[config.mk]
export PLATFORM = sky130hd
export DESIGN_NAME = lm32_mon_decoder
export DESIGN_NICKNAME = d
export VERILOG_FILES = /design/src/lm32_mon_pkg.sv /design/src/lm32_mon_decoder.sv
export VERILOG_INCLUDE_DIRS = /design/src
export SDC_FILE = /design/constraint.sdc
export NUM_CORES = 1
export LEC_CHECK = 0
export BUFFER_PORTS_ARGS = -buffer_cell sky130_fd_sc_hd__buf_2
export CAP_MARGIN = 10
export CORE_AREA = 2 2 83 85
export DETAILED_ROUTE_END_ITERATION = 8
export DIE_AREA = 0 0 85 87
export PLACE_DENSITY_LB_ADDON = 0.25
export RECOVER_POWER = 100
export SLEW_MARGIN = 20
export SYNTH_ARGS = -nofsm -noshare
export SYNTH_HDL_FRONTEND = slang
export SYNTH_SLANG_ARGS = --single-unit
[constraint.sdc]
create_clock -name clk_i -period 0.8 [get_ports clk_i]
set_input_delay 0.16 -clock clk_i [delete_from_list [all_inputs] [get_ports clk_i]]
set_output_delay 0.16 -clock clk_i [all_outputs]
set_load 0.01 [all_outputs]
[src/lm32_mon_settings.svh]
`ifndef LM32_MON_SETTINGS_SVH
`define LM32_MON_SETTINGS_SVH

// Data word width, also the width of a bus address
`define LM32_MON_WORD_WIDTH 32

// Byte lanes per word, one select bit each
`define LM32_MON_BYTES 4

// Word address bits of the monitor RAM, 512 words
`define LM32_MON_ADDR_BITS 9

// Byte base of the 2 KB monitor window
// Only the bits above bit 10 take part in the match
`define LM32_MON_BASE 32'h1000_0000

`endif

[src/lm32_mon_pkg.sv]
`include "lm32_mon_settings.svh"

package lm32_mon_pkg;

    // Wishbone classic request, master to slaves
    typedef struct packed {
        logic [`LM32_MON_WORD_WIDTH-1:0] adr;  // Byte address
        logic [`LM32_MON_WORD_WIDTH-1:0] dat;  // Write data
        logic [`LM32_MON_BYTES-1:0]      sel;  // Byte lane selects
        logic                            we;   // Write cycle
        logic                            cyc;  // Bus cycle in progress
        logic                            stb;  // Transfer strobe
    } wb_req_t;

    // Wishbone classic response, slaves to master
    typedef struct packed {
        logic                            ack;  // Normal termination
        logic                            err;  // Error termination
        logic [`LM32_MON_WORD_WIDTH-1:0] dat;  // Read data
    } wb_rsp_t;

    // One RAM word, as a whole or lane by lane
    // Lane 0 is the least significant byte, matching sel[0]
    typedef union packed {
        logic [`LM32_MON_WORD_WIDTH-1:0]  word;
        logic [`LM32_MON_BYTES-1:0][7:0]  bytes;
    } lm32_word_u;

endpackage

[src/lm32_mon_decoder.sv]
`include "lm32_mon_settings.svh"

module lm32_mon_decoder
    import lm32_mon_pkg::*;
(
    input  logic                            clk_i,
    input  logic                            rst_n_i,
    input  wb_req_t                         req_i,
    output wb_req_t                         mon_req_o,
    input  logic                            mon_ack_i,
    input  logic [`LM32_MON_WORD_WIDTH-1:0] mon_dat_i,
    output wb_rsp_t                         rsp_o
);

    // Lowest address bit above the monitor window
    localparam int unsigned WIN_LSB =
        `LM32_MON_ADDR_BITS + $clog2(`LM32_MON_BYTES);

    localparam logic [`LM32_MON_WORD_WIDTH-1:0] MON_BASE = `LM32_MON_BASE;

    logic req_valid;
    logic hit;
    logic err_q;
    logic err_done_q;   // Err already given for the request on the bus

    assign req_valid = req_i.cyc && req_i.stb;
    assign hit = (req_i.adr[`LM32_MON_WORD_WIDTH-1:WIN_LSB] ==
                  MON_BASE[`LM32_MON_WORD_WIDTH-1:WIN_LSB]);

    // Monitor sees the request only inside its window
    always_comb
    begin
        mon_req_o     = req_i;
        mon_req_o.cyc = req_i.cyc && hit;
        mon_req_o.stb = req_i.stb && hit;
    end

    always_ff @(posedge clk_i)
    begin
        if (!rst_n_i)
        begin
            err_q      <= 1'b0;
            err_done_q <= 1'b0;
        end
        else
        begin
            // One err per unmapped request
            err_q <= req_valid && !hit && !err_q && !err_done_q;

            if (!req_valid)
            begin
                err_done_q <= 1'b0;  // Rearm once the master lets go
            end
            else if (err_q)
            begin
                err_done_q <= 1'b1;
            end
        end
    end

    always_comb
    begin
        rsp_o.ack = mon_ack_i;
        rsp_o.err = err_q;
        rsp_o.dat = mon_dat_i;
    end

    // Monitor ack and decoder err must never collide
    a_ack_err_excl: assert property (
        @(posedge clk_i) disable iff (!rst_n_i)
        !(rsp_o.ack && rsp_o.err)
    );

endmodule

* Word level (Yosys, flattened, before mapping) *
Index checks and enable logic that the tools add are counted.

word-level totals
  register bits = 2
  bits of input ports = 106
  output and inout port bits = 105
  logic and storage cells = 13

cells by class
  equal/unequal tests = 1
  reductions and logical operators = 10

operators with widths
  kind                                             number
  == test 21 x 18 -> 1 bit, second input constant  1
  logical AND 1 bit                                6
  zero test 1 bit                                  3
  AND reduction 2 bit                              1

* Logic depth before layout (Yosys ltp) *
  word-level depth = 5
  mapped depth = 3
  mapped depth without buffers = 3

* Worst setup path after synthesis *
Ideal clock, no wire load.

  path type = input -> output
  from = in req_i[64] (netlist bit)
  to = out mon_req_o[0] (netlist bit)
  data arrival time = 850 ps
  required time = 640 ps
  path slack = -210 ps
  stages on the path = 3
  buffers on the path = 0
  cells stage by stage = nor4b_2 > nand3_1 > nor3_1

RTL lines
  what             RTL line               source
  start, declared  lm32_mon_decoder.sv:8  input wb_req_t req_i,
  end, declared    lm32_mon_decoder.sv:9  output wb_req_t mon_req_o,

==> metrics.txt <==
# TYPE chip_impl_metric gauge
chip_impl_metric{name="synth-seq-cells",unit=""} 2
chip_impl_metric{name="total_switching_power",unit="W"} 0.000195
chip_impl_metric{name="vias",unit=""} 479
chip_impl_metric{name="async_flop_share",unit="%"} 0
chip_impl_metric{name="area_growth",unit="%"} -23.0
chip_impl_metric{name="detailedRoute.firstPassIterationCount",unit=""} 2
chip_impl_info{name="path_class",value="primary input to primary output"} 1
chip_impl_metric{name="drcViolationCount",unit=""} 0
chip_impl_metric{name="start_util",unit="%"} 14.0
chip_impl_metric{name="synth_top_cell_area_share",unit="%"} 84.0
chip_impl_info{name="leading_post_synthesis_cells_by_cell_area",value="sky130_fd_sc_hd__buf_4, sky130_fd_sc_hd__dfxtp_1, sky130_fd_sc_hd__nor4_2, sky130_fd_sc_hd__nor3_1, sky130_fd_sc_hd__nand3_1"} 1
chip_impl_metric{name="postSynthNetCount",unit=""} 228
chip_impl_metric{name="viasPerCell",unit=""} 3.03
chip_impl_metric{name="cp_slowest_stage_delay",unit="ns"} 0.28
chip_impl_metric{name="cts.sink_count",unit=""} 2
chip_impl_metric{name="drt-wirelength-per-cell",unit="um"} 11.3
chip_impl_metric{name="clock_insertion_delay_worst_skew",unit="ns"} 0.21
chip_impl_metric{name="detail_route.wirelength",unit="um"} 1790
chip_impl_metric{name="worstPathRequired",unit="ns"} 0.64
chip_impl_metric{name="syn_inst",unit=""} 122
chip_impl_info{name="failing_checks",value="setup timing"} 1
chip_impl_metric{name="max_cap_viol_count",unit=""} 0
chip_impl_metric{name="row_count",unit=""} 30
chip_impl_metric{name="gp_congestion",unit=""} 0.635
chip_impl_metric{name="grt_use_total",unit="%"} 4.66
chip_impl_metric{name="p_sw_share",unit="%"} 26.0
chip_impl_metric{name="cts.htree.levels",unit=""} 1
chip_impl_metric{name="preCtsSetupSlack",unit="ns"} -0.667
chip_impl_metric{name="p_int",unit="W"} 0.000553
chip_impl_metric{name="seq_area_frac_synth",unit="%"} 4.35
chip_impl_metric{name="achievable-frequency",unit="GHz"} 0.804
chip_impl_metric{name="finalHoldViolations",unit=""} 0
chip_impl_metric{name="cts_max_path_buffers",unit=""} 2
chip_impl_metric{name="grt_pass1_wl",unit="um"} 2420
chip_impl_info{name="cts_root_buffer",value="sky130_fd_sc_hd__clkbuf_8"} 1
chip_impl_info{name="grt_setup_unrepaired",value="yes"} 1
chip_impl_info{name="postSynth.topFlopCell",value="sky130_fd_sc_hd__dfxtp_1"} 1
chip_impl_info{name="worst_setup_path_start_kind",value="primary input"} 1
chip_impl_metric{name="timing_max_transition_violations_final",unit=""} 0
chip_impl_info{name="post-synth-top-count-cell",value="sky130_fd_sc_hd__buf_4"} 1
chip_impl_metric{name="synthesis.area",unit="sq um"} 921
chip_impl_metric{name="largest_net_degree_at_the_start_of_global_routing",unit=""} 4
chip_impl_metric{name="die_area",unit="sq mm"} 0.00740
chip_impl_metric{name="power_frac_comb",unit="%"} 32.7
chip_impl_metric{name="post_synth.cell_area_avg",unit="sq um"} 7.55
chip_impl_metric{name="design.portCount",unit=""} 211
chip_impl_metric{name="dp_hpwl",unit="um"} 1510
chip_impl_metric{name="finalSetupViolCount",unit=""} 4
chip_impl_metric{name="synthDistinctLibCells",unit=""} 10
chip_impl_metric{name="seq_power_share",unit="%"} 14.2
chip_impl_metric{name="antenna_cells_inserted",unit=""} 0
chip_impl_metric{name="leakagePower",unit="nW"} 0.323
chip_impl_metric{name="pwr_density_cell",unit="mW/mm^2"} 1050
chip_impl_metric{name="finalWorstSetupSlack",unit="ns"} -0.444
chip_impl_info{name="critPathSlowestCell",value="sky130_fd_sc_hd__nor4_4"} 1
chip_impl_metric{name="clock_power_share",unit="%"} 53.1
chip_impl_metric{name="clock_skew",unit="ns"} 0.000393
chip_impl_info{name="path_type_of_the_worst_min_delay_path",value="primary input to register"} 1
chip_impl_info{name="synth.cells.most_frequent",value="sky130_fd_sc_hd__buf_4, sky130_fd_sc_hd__nor3_1, sky130_fd_sc_hd__nand3_1, sky130_fd_sc_hd__nor2_1"} 1
chip_impl_metric{name="worst-slew-pin-transition",unit="ns"} 0.219
chip_impl_metric{name="first_global_vias",unit=""} 456
chip_impl_metric{name="slew_headroom",unit="%"} 85.3
chip_impl_metric{name="max-vdd-ir-drop",unit="mV"} 0.332
chip_impl_metric{name="fp.coreArea",unit="sq mm"} 0.00657
chip_impl_metric{name="nets",unit=""} 186
chip_impl_metric{name="drive_gt1_share",unit="%"} 80.8
chip_impl_info{name="critical_path.cell_chain",value="buf_8 -> nor4_4 -> nand3_1 -> buf_6 -> nor3_4 -> buf_2"} 1
chip_impl_metric{name="gr-total-overflow",unit=""} 0
chip_impl_info{name="run_status",value="finished with violations"} 1
chip_impl_metric{name="drtAntennaViolNets",unit=""} 0
chip_impl_metric{name="grt_antenna_before_repair",unit=""} 0
chip_impl_metric{name="share_of_the_clock_period_used_by_the_worst_path",unit="%"} 156
chip_impl_metric{name="fin_total_pwr",unit="W"} 0.000748
chip_impl_metric{name="count_of_flip_flops_with_a_built_in_enable_after_synthesis",unit=""} 0
chip_impl_info{name="endpoint_type_of_the_worst_setup_path",value="primary output"} 1
chip_impl_metric{name="yosysWarnings",unit=""} 0
chip_impl_metric{name="finalWorstPathRequiredPeriod",unit="ns"} 1.24
chip_impl_metric{name="die-width",unit="um"} 85
chip_impl_metric{name="floorplan.die.height",unit="um"} 87
chip_impl_info{name="cts_tree",value="built"} 1
chip_impl_metric{name="first_iter_violations",unit=""} 3
chip_impl_metric{name="cts_buffers",unit=""} 3
chip_impl_info{name="synth_top_cell_by_area",value="sky130_fd_sc_hd__buf_4"} 1
chip_impl_metric{name="worstPathArrival",unit="ns"} 1.08
chip_impl_metric{name="whs",unit="ns"} 0.231
chip_impl_metric{name="worst-path-max-fanout",unit=""} 3
chip_impl_metric{name="port_buffers",unit=""} 48
chip_impl_metric{name="clk_pin_slew_worst_paths",unit="ns"} 0.03
metal layers:
metal | vias to the layer above | GRT usage [%] | wire, um
met5 | - | 0 | 0
met4 | 0 | 9.52 | 299
met3 | 35 | 2.37 | 359
met2 | 61 | 6.39 | 767
met1 | 190 | 3.11 | 366
li1 | 193 | - | -
placed cells by master (no fill, tap or decap):
master,instances
sky130_fd_sc_hd__buf_2,36
sky130_fd_sc_hd__buf_6,9
sky130_fd_sc_hd__buf_4,6
sky130_fd_sc_hd__clkbuf_1,4
sky130_fd_sc_hd__nor4_4,3
sky130_fd_sc_hd__nor2_1,3
sky130_fd_sc_hd__clkbuf_8,3
sky130_fd_sc_hd__inv_1,2
sky130_fd_sc_hd__nand3_1,2
sky130_fd_sc_hd__nor3_1,2
sky130_fd_sc_hd__nor4b_4,1
sky130_fd_sc_hd__nand3_2,1
sky130_fd_sc_hd__nor3_2,1
sky130_fd_sc_hd__nor3_4,1
sky130_fd_sc_hd__o21a_1,1
sky130_fd_sc_hd__dfxtp_1,1
sky130_fd_sc_hd__dfxtp_2,1
sky130_fd_sc_hd__buf_8,1
kinds of logic after synthesis:
family                 after synthesis  share of synthesized area [%]
buffers and inverters              105                           84.8
DFF                                  2                           4.35
AOI/OAI and AO/OA                    1                          0.816
and+or+nand+nor                     14                           10.1
worst paths after layout:
kind / depth (start not counted) / start / slack [ns] / endpoint
setup reg to reg: 2 / err_q$_SDFF_PN0_ / 0.12 / err_q$_SDFF_PN0_
hold reg to reg: 2 / err_done_q$_SDFFE_PN0P_ / 0.49 / err_done_q$_SDFFE_PN0P_
hold / removal: 3 / req_i[0] / 0.23 / err_done_q$_SDFFE_PN0P_
setup / recovery: 6 / req_i[50] / -0.44 / mon_req_o[0]
critical path: cells and delay by family:
kind / cells / cell delay, ns
buffers and inverters: 3 / 0.40
and+or+nand+nor: 3 / 0.53
power groups by stage:
stage / Combinational [W] / Clock (W) / Sequential, W
3_3_place_gp: 0.000202 / 0 / 0.000106
5_1_grt: 0.000266 / 0.000422 / 0.000106
4_1_cts: 0.000244 / 0.000408 / 0.000106
3_5_place_dp: 0.000201 / 0 / 0.000106
2_1_floorplan: 0.000546 / 0 / 0.000106
6_report: 0.000245 / 0.000397 / 0.000106
registers in the layout, summed over array words and instances (netlist names):
register    count
err_done_q      1
err_q           1
metrics by stage:
stage	std cells	TNS, ns	utilization (%)	area [sq um]
final	158	-1.21	10.8	709
after global routing	158	-1.53	10.8	709
after CTS	157	-1.28	10.5	691
after detailed placement	153	-1.69	8.27	543
after global placement	153	-1.59	8.27	543
after floorplan	122	-0.400	-	931
what timing repair did:
action                     in CTS  in global routing
cloned                          0                  0
pin swaps                       5                  4
setup endpoints to repair       4                  4
resized for setup              18                  5
setup buffers                   1                  1
hold buffers                    0                  0
cell type report:
class / instances / area, sq um
clock buffers: 3 / 41.3
fillers: 758 / 5860
inverters: 2 / 7.51
multi-input cells: 15 / 163
flip-flops and latches: 2 / 41.3
well taps: 80 / 100
repair buffers: 56 / 357
No activity file was read; power rests on OpenSTA's default activity.
