--- config.mk ---
export PLATFORM = sky130hd
export DESIGN_NAME = lm32_monitor
export DESIGN_NICKNAME = d
export VERILOG_FILES = /design/src/lm32_mon_pkg.sv /design/src/lm32_monitor.sv
export VERILOG_INCLUDE_DIRS = /design/src
export SDC_FILE = /design/constraint.sdc
export NUM_CORES = 1
export LEC_CHECK = 0
export ABC_CLOCK_PERIOD_IN_PS = 2700
export CORE_MARGIN = 10
export CORE_UTILIZATION = 55
export CTS_CLUSTER_DIAMETER = 40
export DETAILED_ROUTE_END_ITERATION = 10
export DONT_BUFFER_PORTS = 1
export PLACE_DENSITY_LB_ADDON = 0.12
export SYNTH_ARGS = -nofsm -noshare
export SYNTH_HDL_FRONTEND = slang
export SYNTH_SLANG_ARGS = --single-unit
--- constraint.sdc ---
create_clock -name clk_i -period 2.7 [get_ports clk_i]
set_input_delay 0.405 -clock clk_i [delete_from_list [all_inputs] [get_ports clk_i]]
set_output_delay 0.405 -clock clk_i [all_outputs]
set_load 0.03 [all_outputs]
--- src/lm32_mon_settings.svh ---
`ifndef LM32_MON_SETTINGS_SVH
`define LM32_MON_SETTINGS_SVH

// Data word width, also the width of a bus address
`define LM32_MON_WORD_WIDTH 32

// Byte lanes per word, one select bit each
`define LM32_MON_BYTES 4

// Word address bits of the monitor RAM, 512 words
`define LM32_MON_ADDR_BITS 9

// Byte base of the 2 KB monitor window
// Only the bits above bit 10 take part in the match
`define LM32_MON_BASE 32'h1000_0000

`endif

--- src/lm32_mon_pkg.sv ---
`include "lm32_mon_settings.svh"

package lm32_mon_pkg;

    // Wishbone classic request, master to slaves
    typedef struct packed {
        logic [`LM32_MON_WORD_WIDTH-1:0] adr;  // Byte address
        logic [`LM32_MON_WORD_WIDTH-1:0] dat;  // Write data
        logic [`LM32_MON_BYTES-1:0]      sel;  // Byte lane selects
        logic                            we;   // Write cycle
        logic                            cyc;  // Bus cycle in progress
        logic                            stb;  // Transfer strobe
    } wb_req_t;

    // Wishbone classic response, slaves to master
    typedef struct packed {
        logic                            ack;  // Normal termination
        logic                            err;  // Error termination
        logic [`LM32_MON_WORD_WIDTH-1:0] dat;  // Read data
    } wb_rsp_t;

    // One RAM word, as a whole or lane by lane
    // Lane 0 is the least significant byte, matching sel[0]
    typedef union packed {
        logic [`LM32_MON_WORD_WIDTH-1:0]  word;
        logic [`LM32_MON_BYTES-1:0][7:0]  bytes;
    } lm32_word_u;

endpackage

--- src/lm32_monitor.sv ---
`include "lm32_mon_settings.svh"

module lm32_monitor
    import lm32_mon_pkg::*;
(
    input  logic                            clk_i,
    input  logic                            rst_n_i,
    input  wb_req_t                         req_i,
    output logic                            ack_o,
    output logic [`LM32_MON_WORD_WIDTH-1:0] dat_o,
    output logic [`LM32_MON_ADDR_BITS-1:0]  ram_addr_o,
    output logic [`LM32_MON_WORD_WIDTH-1:0] ram_wdata_o,
    output logic                            ram_we_o,
    input  logic [`LM32_MON_WORD_WIDTH-1:0] ram_rdata_i
);

    localparam int unsigned OFS_BITS = $clog2(`LM32_MON_BYTES);

    localparam logic [1:0] ST_IDLE    = 2'd0;
    localparam logic [1:0] ST_RESPOND = 2'd1;
    localparam logic [1:0] ST_FINISH  = 2'd2;

    logic [1:0] state_q;
    logic       wr_q;       // Request sampled in idle was a write
    lm32_word_u rd_word;
    lm32_word_u wr_word;
    lm32_word_u merged;

    // Word address straight from the bus, the master holds it stable
    assign ram_addr_o = req_i.adr[`LM32_MON_ADDR_BITS+OFS_BITS-1:OFS_BITS];

    // No byte enables in the RAM, so merge lanes before writing back
    always_comb
    begin
        rd_word.word = ram_rdata_i;
        wr_word.word = req_i.dat;
        for (int i = 0; i < `LM32_MON_BYTES; i++)
        begin
            merged.bytes[i] = req_i.sel[i] ? wr_word.bytes[i] : rd_word.bytes[i];
        end
    end

    always_ff @(posedge clk_i)
    begin
        if (!rst_n_i)
        begin
            state_q  <= ST_IDLE;
            wr_q     <= 1'b0;
            ack_o    <= 1'b0;
            ram_we_o <= 1'b0;
        end
        else
        begin
            case (state_q)
                ST_IDLE:
                begin
                    if (req_i.cyc && req_i.stb)
                    begin
                        wr_q    <= req_i.we;
                        state_q <= ST_RESPOND;  // RAM output valid next edge
                    end
                end
                ST_RESPOND:
                begin
                    ack_o    <= 1'b1;
                    ram_we_o <= wr_q;       // Write back only for writes
                    state_q  <= ST_FINISH;
                end
                ST_FINISH:
                begin
                    // Write lands at this edge
                    ack_o    <= 1'b0;
                    ram_we_o <= 1'b0;
                    state_q  <= ST_IDLE;
                end
                default:
                begin
                    state_q <= ST_IDLE;
                end
            endcase
        end
    end

    // Read word and merged word, captured together with ack
    always_ff @(posedge clk_i)
    begin
        if (state_q == ST_RESPOND)
        begin
            dat_o       <= ram_rdata_i;
            ram_wdata_o <= merged.word;
        end
    end

    // Single-cycle ack per transfer
    a_ack_one_cycle: assert property (
        @(posedge clk_i) disable iff (!rst_n_i)
        ack_o |=> !ack_o
    );

    // Write back traces to a write request sampled two edges earlier
    a_we_from_write: assert property (
        @(posedge clk_i) disable iff (!rst_n_i)
        ram_we_o |-> $past(req_i.we, 2) && $past(req_i.cyc && req_i.stb, 2)
    );

endmodule

; Word level (Yosys, flattened, before mapping)
; Index checks and enable logic that the tools add are counted.
; W data, S select, Z words.
[word_totals]
out_inout_bits = 75
inputBits = 105
elab_cells = 21
regBits = 69
[op_classes]
eq_ne = 3
n_mux = 8
n_reduce_logical = 4
[ops]
columns = cell, n
row1 = $mux W8, 4
row2 = $pmux W1 S2, 2
row3 = $pmux W2 S2, 1
row4 = $eq A2 B1 Y1 const B, 1
row5 = $eq A2 B2 Y1 const B, 1
row6 = $logic_not A2 Y1, 1
row7 = $mux W2, 1
row8 = $ne A2 B2 Y1 const B, 1
row9 = $reduce_and A2 Y1, 1
row10 = $reduce_bool A2 Y1, 1
row11 = $logic_and A1 B1 Y1, 1

; Logic depth before layout (Yosys ltp)
[depth]
ltp_word = 3
mapped_depth = 4
mapped_depth_nobuf = 4

; Worst setup path after synthesis
; OpenSTA, ideal clock, no wires.
[synth_path]
path_kind = reg2reg
start = reg state_q[1]
end = reg dat_o[0] (enable)
stages_incl_launch_ff = 3
setup_ns = 0.429
synth_period_minus_slack_ns = 2.379
path_slack_ns = 0.321
n_path_buf = 0
arrival_time_ns = 1.950
required_ns = 2.271
cell_sequence = dfxtp_1 > inv_1 > ha_1
[synth_via]
elab_chain_len = 1
[synth_rtl]
columns = item, line_no
row1 = from (decl), lm32_monitor.sv:23  ; logic [1:0] state_q;
row2 = from (signal assigned), lm32_monitor.sv:47  ; state_q <= ST_IDLE;
row3 = from (signal assigned), lm32_monitor.sv:60  ; state_q <= ST_RESPOND;
row4 = from (signal assigned), lm32_monitor.sv:67  ; state_q <= ST_FINISH;
row5 = $eq A2 B1 Y1, lm32_monitor.sv:87  ; if (state_q == ST_RESPOND)
row6 = to (signal assigned), lm32_monitor.sv:89  ; dat_o <= ram_rdata_i;
row7 = to (decl), lm32_monitor.sv:10  ; output logic [`LM32_MON_WORD_WIDTH-1:0] dat_o,
; No other way between the ends.
; A chain may end at the register's enable or synchronous reset.

; Final worst setup path
[layout_path]
start = reg state_q[1]
end = reg ram_wdata_o[14] (enable)
[layout_via]
elab_chain_len = 1
[layout_rtl]
columns = item, line_no
row1 = $eq A2 B1 Y1, lm32_monitor.sv:87
row2 = to (signal assigned), lm32_monitor.sv:90  ; ram_wdata_o <= merged.word;
row3 = to (decl), lm32_monitor.sv:12  ; output logic [`LM32_MON_WORD_WIDTH-1:0] ram_wdata_o,
; No other way between the ends.

==> impl_summary.txt <==
----------------------------------------------------
[Outcome]
  Status ... completed

[Place]
  Placed cell area ... approximately 0.0028 mm^2
  Routability congestion estimate from global placement ... 0.682
  Number of buffers inserted by port buffering ... 0
  HPWL Detailed ... approximately 4300 um
  Worst setup slack before clock tree synthesis ... 1030 ps

[Timing]
  Max Fclk ... 596 MHz
  Period minus WS final ... 1680 ps
  Setup repair after global routing missed its margin ... no
  Relative slew slack ... between 50 and 60%
  Fin crit share ... between 60 and 70%
  Final TNS setup ... 0 ps
  # setup viols final ... 0
  Final Skew ... 7.95 ps
  Final number of max-transition violations ... 0
  Smallest hold slack ... 171 ps
  Min setup slack post-route ... 1020 ps
  Number of failing hold endpoints at the final stage ... 0
  Slew @ Worst Pin ... 631 ps

[Power and ir drop]
  Power density relative to cell area ... approximately 750 mW/mm^2
  VDD IR max ... 0.327 mV
  Static leakage power ... about 1.1 nW

[Cells and area]
  Post-synthesis to final-layout area growth ... 5.65%
  Final design area excluding fillers ... between 0.002 and 0.003 mm^2
  Count of inserted antenna diode cells ... 0
  NumNets Final ... 244
  Share of cells above drive strength 1 ... 32.9%
  # fillers ... roughly 380

[Clock tree]
  Clock-pin slew of the registers on the worst-case setup and hold paths ... approximately 70 ps
  Postcts setup bufs ... 0
  Count of hold buffers inserted by post-cts repair ... 0
  Gates resized, CTS repair ... 0
  Clk sinks ... 69
  Buffer type at the clock tree root ... sky130_fd_sc_hd__clkbuf_8
  Cts bufs inserted ... 9
  Source-to-sink clock delay at the later pin of the worst-skew pair ... approximately 320 ps
  Clock tree from TritonCTS ... built
  Number of H-tree branching levels ... 3
  Clk buf depth ... 2

[Synth]
  Most area-hungry cell type in the Yosys netlist ... sky130_fd_sc_hd__edfxtp_1
  Per-instance average area after synthesis ... 20.4 um^2
  Number of synthesized register bits ... 69
  Sequential element share of the synthesized area ... between 70 and 80%
  Netlist cell types ... 17
  Total nets after synthesis ... ~250
  Number of warning messages in the yosys log ... 0
  Leading cell types by total area after synthesis ... sky130_fd_sc_hd__edfxtp_1, sky130_fd_sc_hd__mux2_4, sky130_fd_sc_hd__dfxtp_1
  Number of instances in the synthesized netlist ... 136
  Post-synthesis instance area ... between 0.002 and 0.003 mm^2
  Area share of the leading cell type in the synthesized netlist ... just under 70%

[Worst setup path]
  Worst EP arrival ... 1690 ps
  Cell breakdown of the critical path ... inv_1 -> ha_2 -> buf_12
  Buffers plus inverters on the worst setup path ... 2
  Endpoint type of the worst setup path ... flip-flop
  Kind of start point of the critical path ... flip-flop
  Max stage delay on crit path ... between 600 and 700 ps
  Slowest CP cell ... sky130_fd_sc_hd__ha_2
  Worst path top cell family by delay ... adder cells
  CP Class ... reg2reg
  Required time reported for the critical path endpoint ... between 2000 and 3000 ps
  Largest fanout on the critical path ... 38

[Global route]
  Via count of the first global-routing pass ... 1,296
  Residual overflow from global routing ... 0
  Antenna violations before repair ... 0
  Pin count of the biggest net entering global routing ... 39
  First-pass GRT wire length ... around 7800 um
  Overall Global Routing Usage ... 12.7%

[Detailed routing]
  Average wire length per cell after detail routing ... 26.4 um
  Routed vias/inst ... between 5 and 6
  Wire length after detailed routing ... 5470 um
  Final routed DRC violation total ... 0
  Violation count after the first detailed-routing iteration ... 84
  ANT nets after route ... 0
  Total number of vias ... 1,157
  1st-pass router iterations ... 4

[Die]
  Floorplan Core Area ... 0.00479 mm^2
  Starting Density ... 57.8%
  Die H ... 90.9 um
  Ports ... 180
  Cell Rows ... 25
  Die ar. ... 0.00827 mm^2
  Die width ... 90.9 um

[Hold path]
  Class of the worst hold path ... in2reg

[Flow run]
  Max-cap violation count ... 0

----------------------------------------------------
[power breakdown]
part	internal (mW)	total, mW	switching [mW]
clock network	0.357	0.689	0.332
registers	1.25	1.37	0.128
logic	0.0718	0.117	0.0451
[cells in the final DEF (no fill, tap or decap)]
master	netlist	routed
sky130_fd_sc_hd__mux2i_1	2	2
sky130_fd_sc_hd__o211a_1	1	1
sky130_fd_sc_hd__nand2_1	6	6
sky130_fd_sc_hd__buf_12	0	1
sky130_fd_sc_hd__clkinv_2	0	2
sky130_fd_sc_hd__ha_1	4	3
sky130_fd_sc_hd__nor2_1	1	1
sky130_fd_sc_hd__clkbuf_8	0	10
sky130_fd_sc_hd__clkbuf_1	0	4
sky130_fd_sc_hd__nand3b_1	1	1
sky130_fd_sc_hd__a21oi_1	1	1
sky130_fd_sc_hd__ha_2	0	1
sky130_fd_sc_hd__edfxtp_1	64	64
sky130_fd_sc_hd__dfxtp_1	5	5
sky130_fd_sc_hd__a21boi_0	1	1
sky130_fd_sc_hd__inv_1	2	2
sky130_fd_sc_hd__mux2_4	32	32
sky130_fd_sc_hd__a21boi_1	1	1
sky130_fd_sc_hd__nand3_1	1	1
sky130_fd_sc_hd__nand2b_1	1	1
[final cells by class]
cell class | count | area, um^2 | share of cell area [%]
inverters | 2 | 7.51 | 0.257
well taps | 67 | 83.8 | 2.87
clock inverters | 2 | 10.0 | 0.342
flip-flops and latches | 69 | 2020 | 69.1
multi-input cells | 52 | 628 | 21.5
clock buffers | 14 | 153 | 5.22
repair buffers | 1 | 20.0 | 0.685
[worst paths after layout]
| path | start | endpoint | slack [ps] | cells after the start |
|---|---|---|---|---|
| worst max-delay path | state_q[1] | ram_wdata_o[14] | 1020 | 3 |
| worst min-delay path | ram_rdata_i[3] | dat_o[3] | 170 | 0 |
| worst max register to register | state_q[1] | ram_wdata_o[14] | 1020 | 3 |
| worst min register to register | wr_q | wr_q | 490 | 2 |
[through the flow]
step | utilization (%) | power, mW | instances
after floorplan | - | 1.53 | 136
after global placement | 57.7 | 1.51 | 191
after detailed placement | 57.7 | 1.52 | 191
after CTS | 61.1 | 2.21 | 207
after global routing | 61.1 | 2.28 | 207
final | 61.1 | 2.18 | 207
[cells in the mapped netlist]
| cell | number |
|---|---|
| sky130_fd_sc_hd__edfxtp_1 | 64 |
| sky130_fd_sc_hd__mux2_4 | 32 |
| sky130_fd_sc_hd__buf_4 | 9 |
| sky130_fd_sc_hd__nand2_1 | 6 |
| sky130_fd_sc_hd__dfxtp_1 | 5 |
| sky130_fd_sc_hd__buf_6 | 4 |
| sky130_fd_sc_hd__ha_1 | 4 |
| sky130_fd_sc_hd__inv_1 | 2 |
| sky130_fd_sc_hd__mux2i_1 | 2 |
| sky130_fd_sc_hd__a21boi_0 | 1 |
| sky130_fd_sc_hd__a21boi_1 | 1 |
| sky130_fd_sc_hd__a21oi_1 | 1 |
| sky130_fd_sc_hd__nand2b_1 | 1 |
| sky130_fd_sc_hd__nand3_1 | 1 |
| sky130_fd_sc_hd__nand3b_1 | 1 |
| sky130_fd_sc_hd__nor2_1 | 1 |
| sky130_fd_sc_hd__o211a_1 | 1 |
[kinds of logic after synthesis]
logic type      count (synthesis)  synth area share (%)
mux                            34                  18.1
buf+inv                        15                  4.34
fa+ha+maj                       4                  1.81
compound gates                  4                  1.09
simple gates                   10                  1.63
flops                          69                  73.1
[flip-flops by register name (all words and copies together), names as in the netlist]
signal and cells:
ack_o 1, dat_o 32, ram_wdata_o 32, ram_we_o 1, state_q 2, wr_q 1
[per-layer routing]
layer	vias up	global-route usage [%]	routed length [um]
li1	502	-	-
met5	-	0	0
met4	0	8.62	151
met2	92	20.9	2790
met3	16	8.97	800
met1	547	10.7	1730
Note: power is estimated with default switching activity, not from simulation.
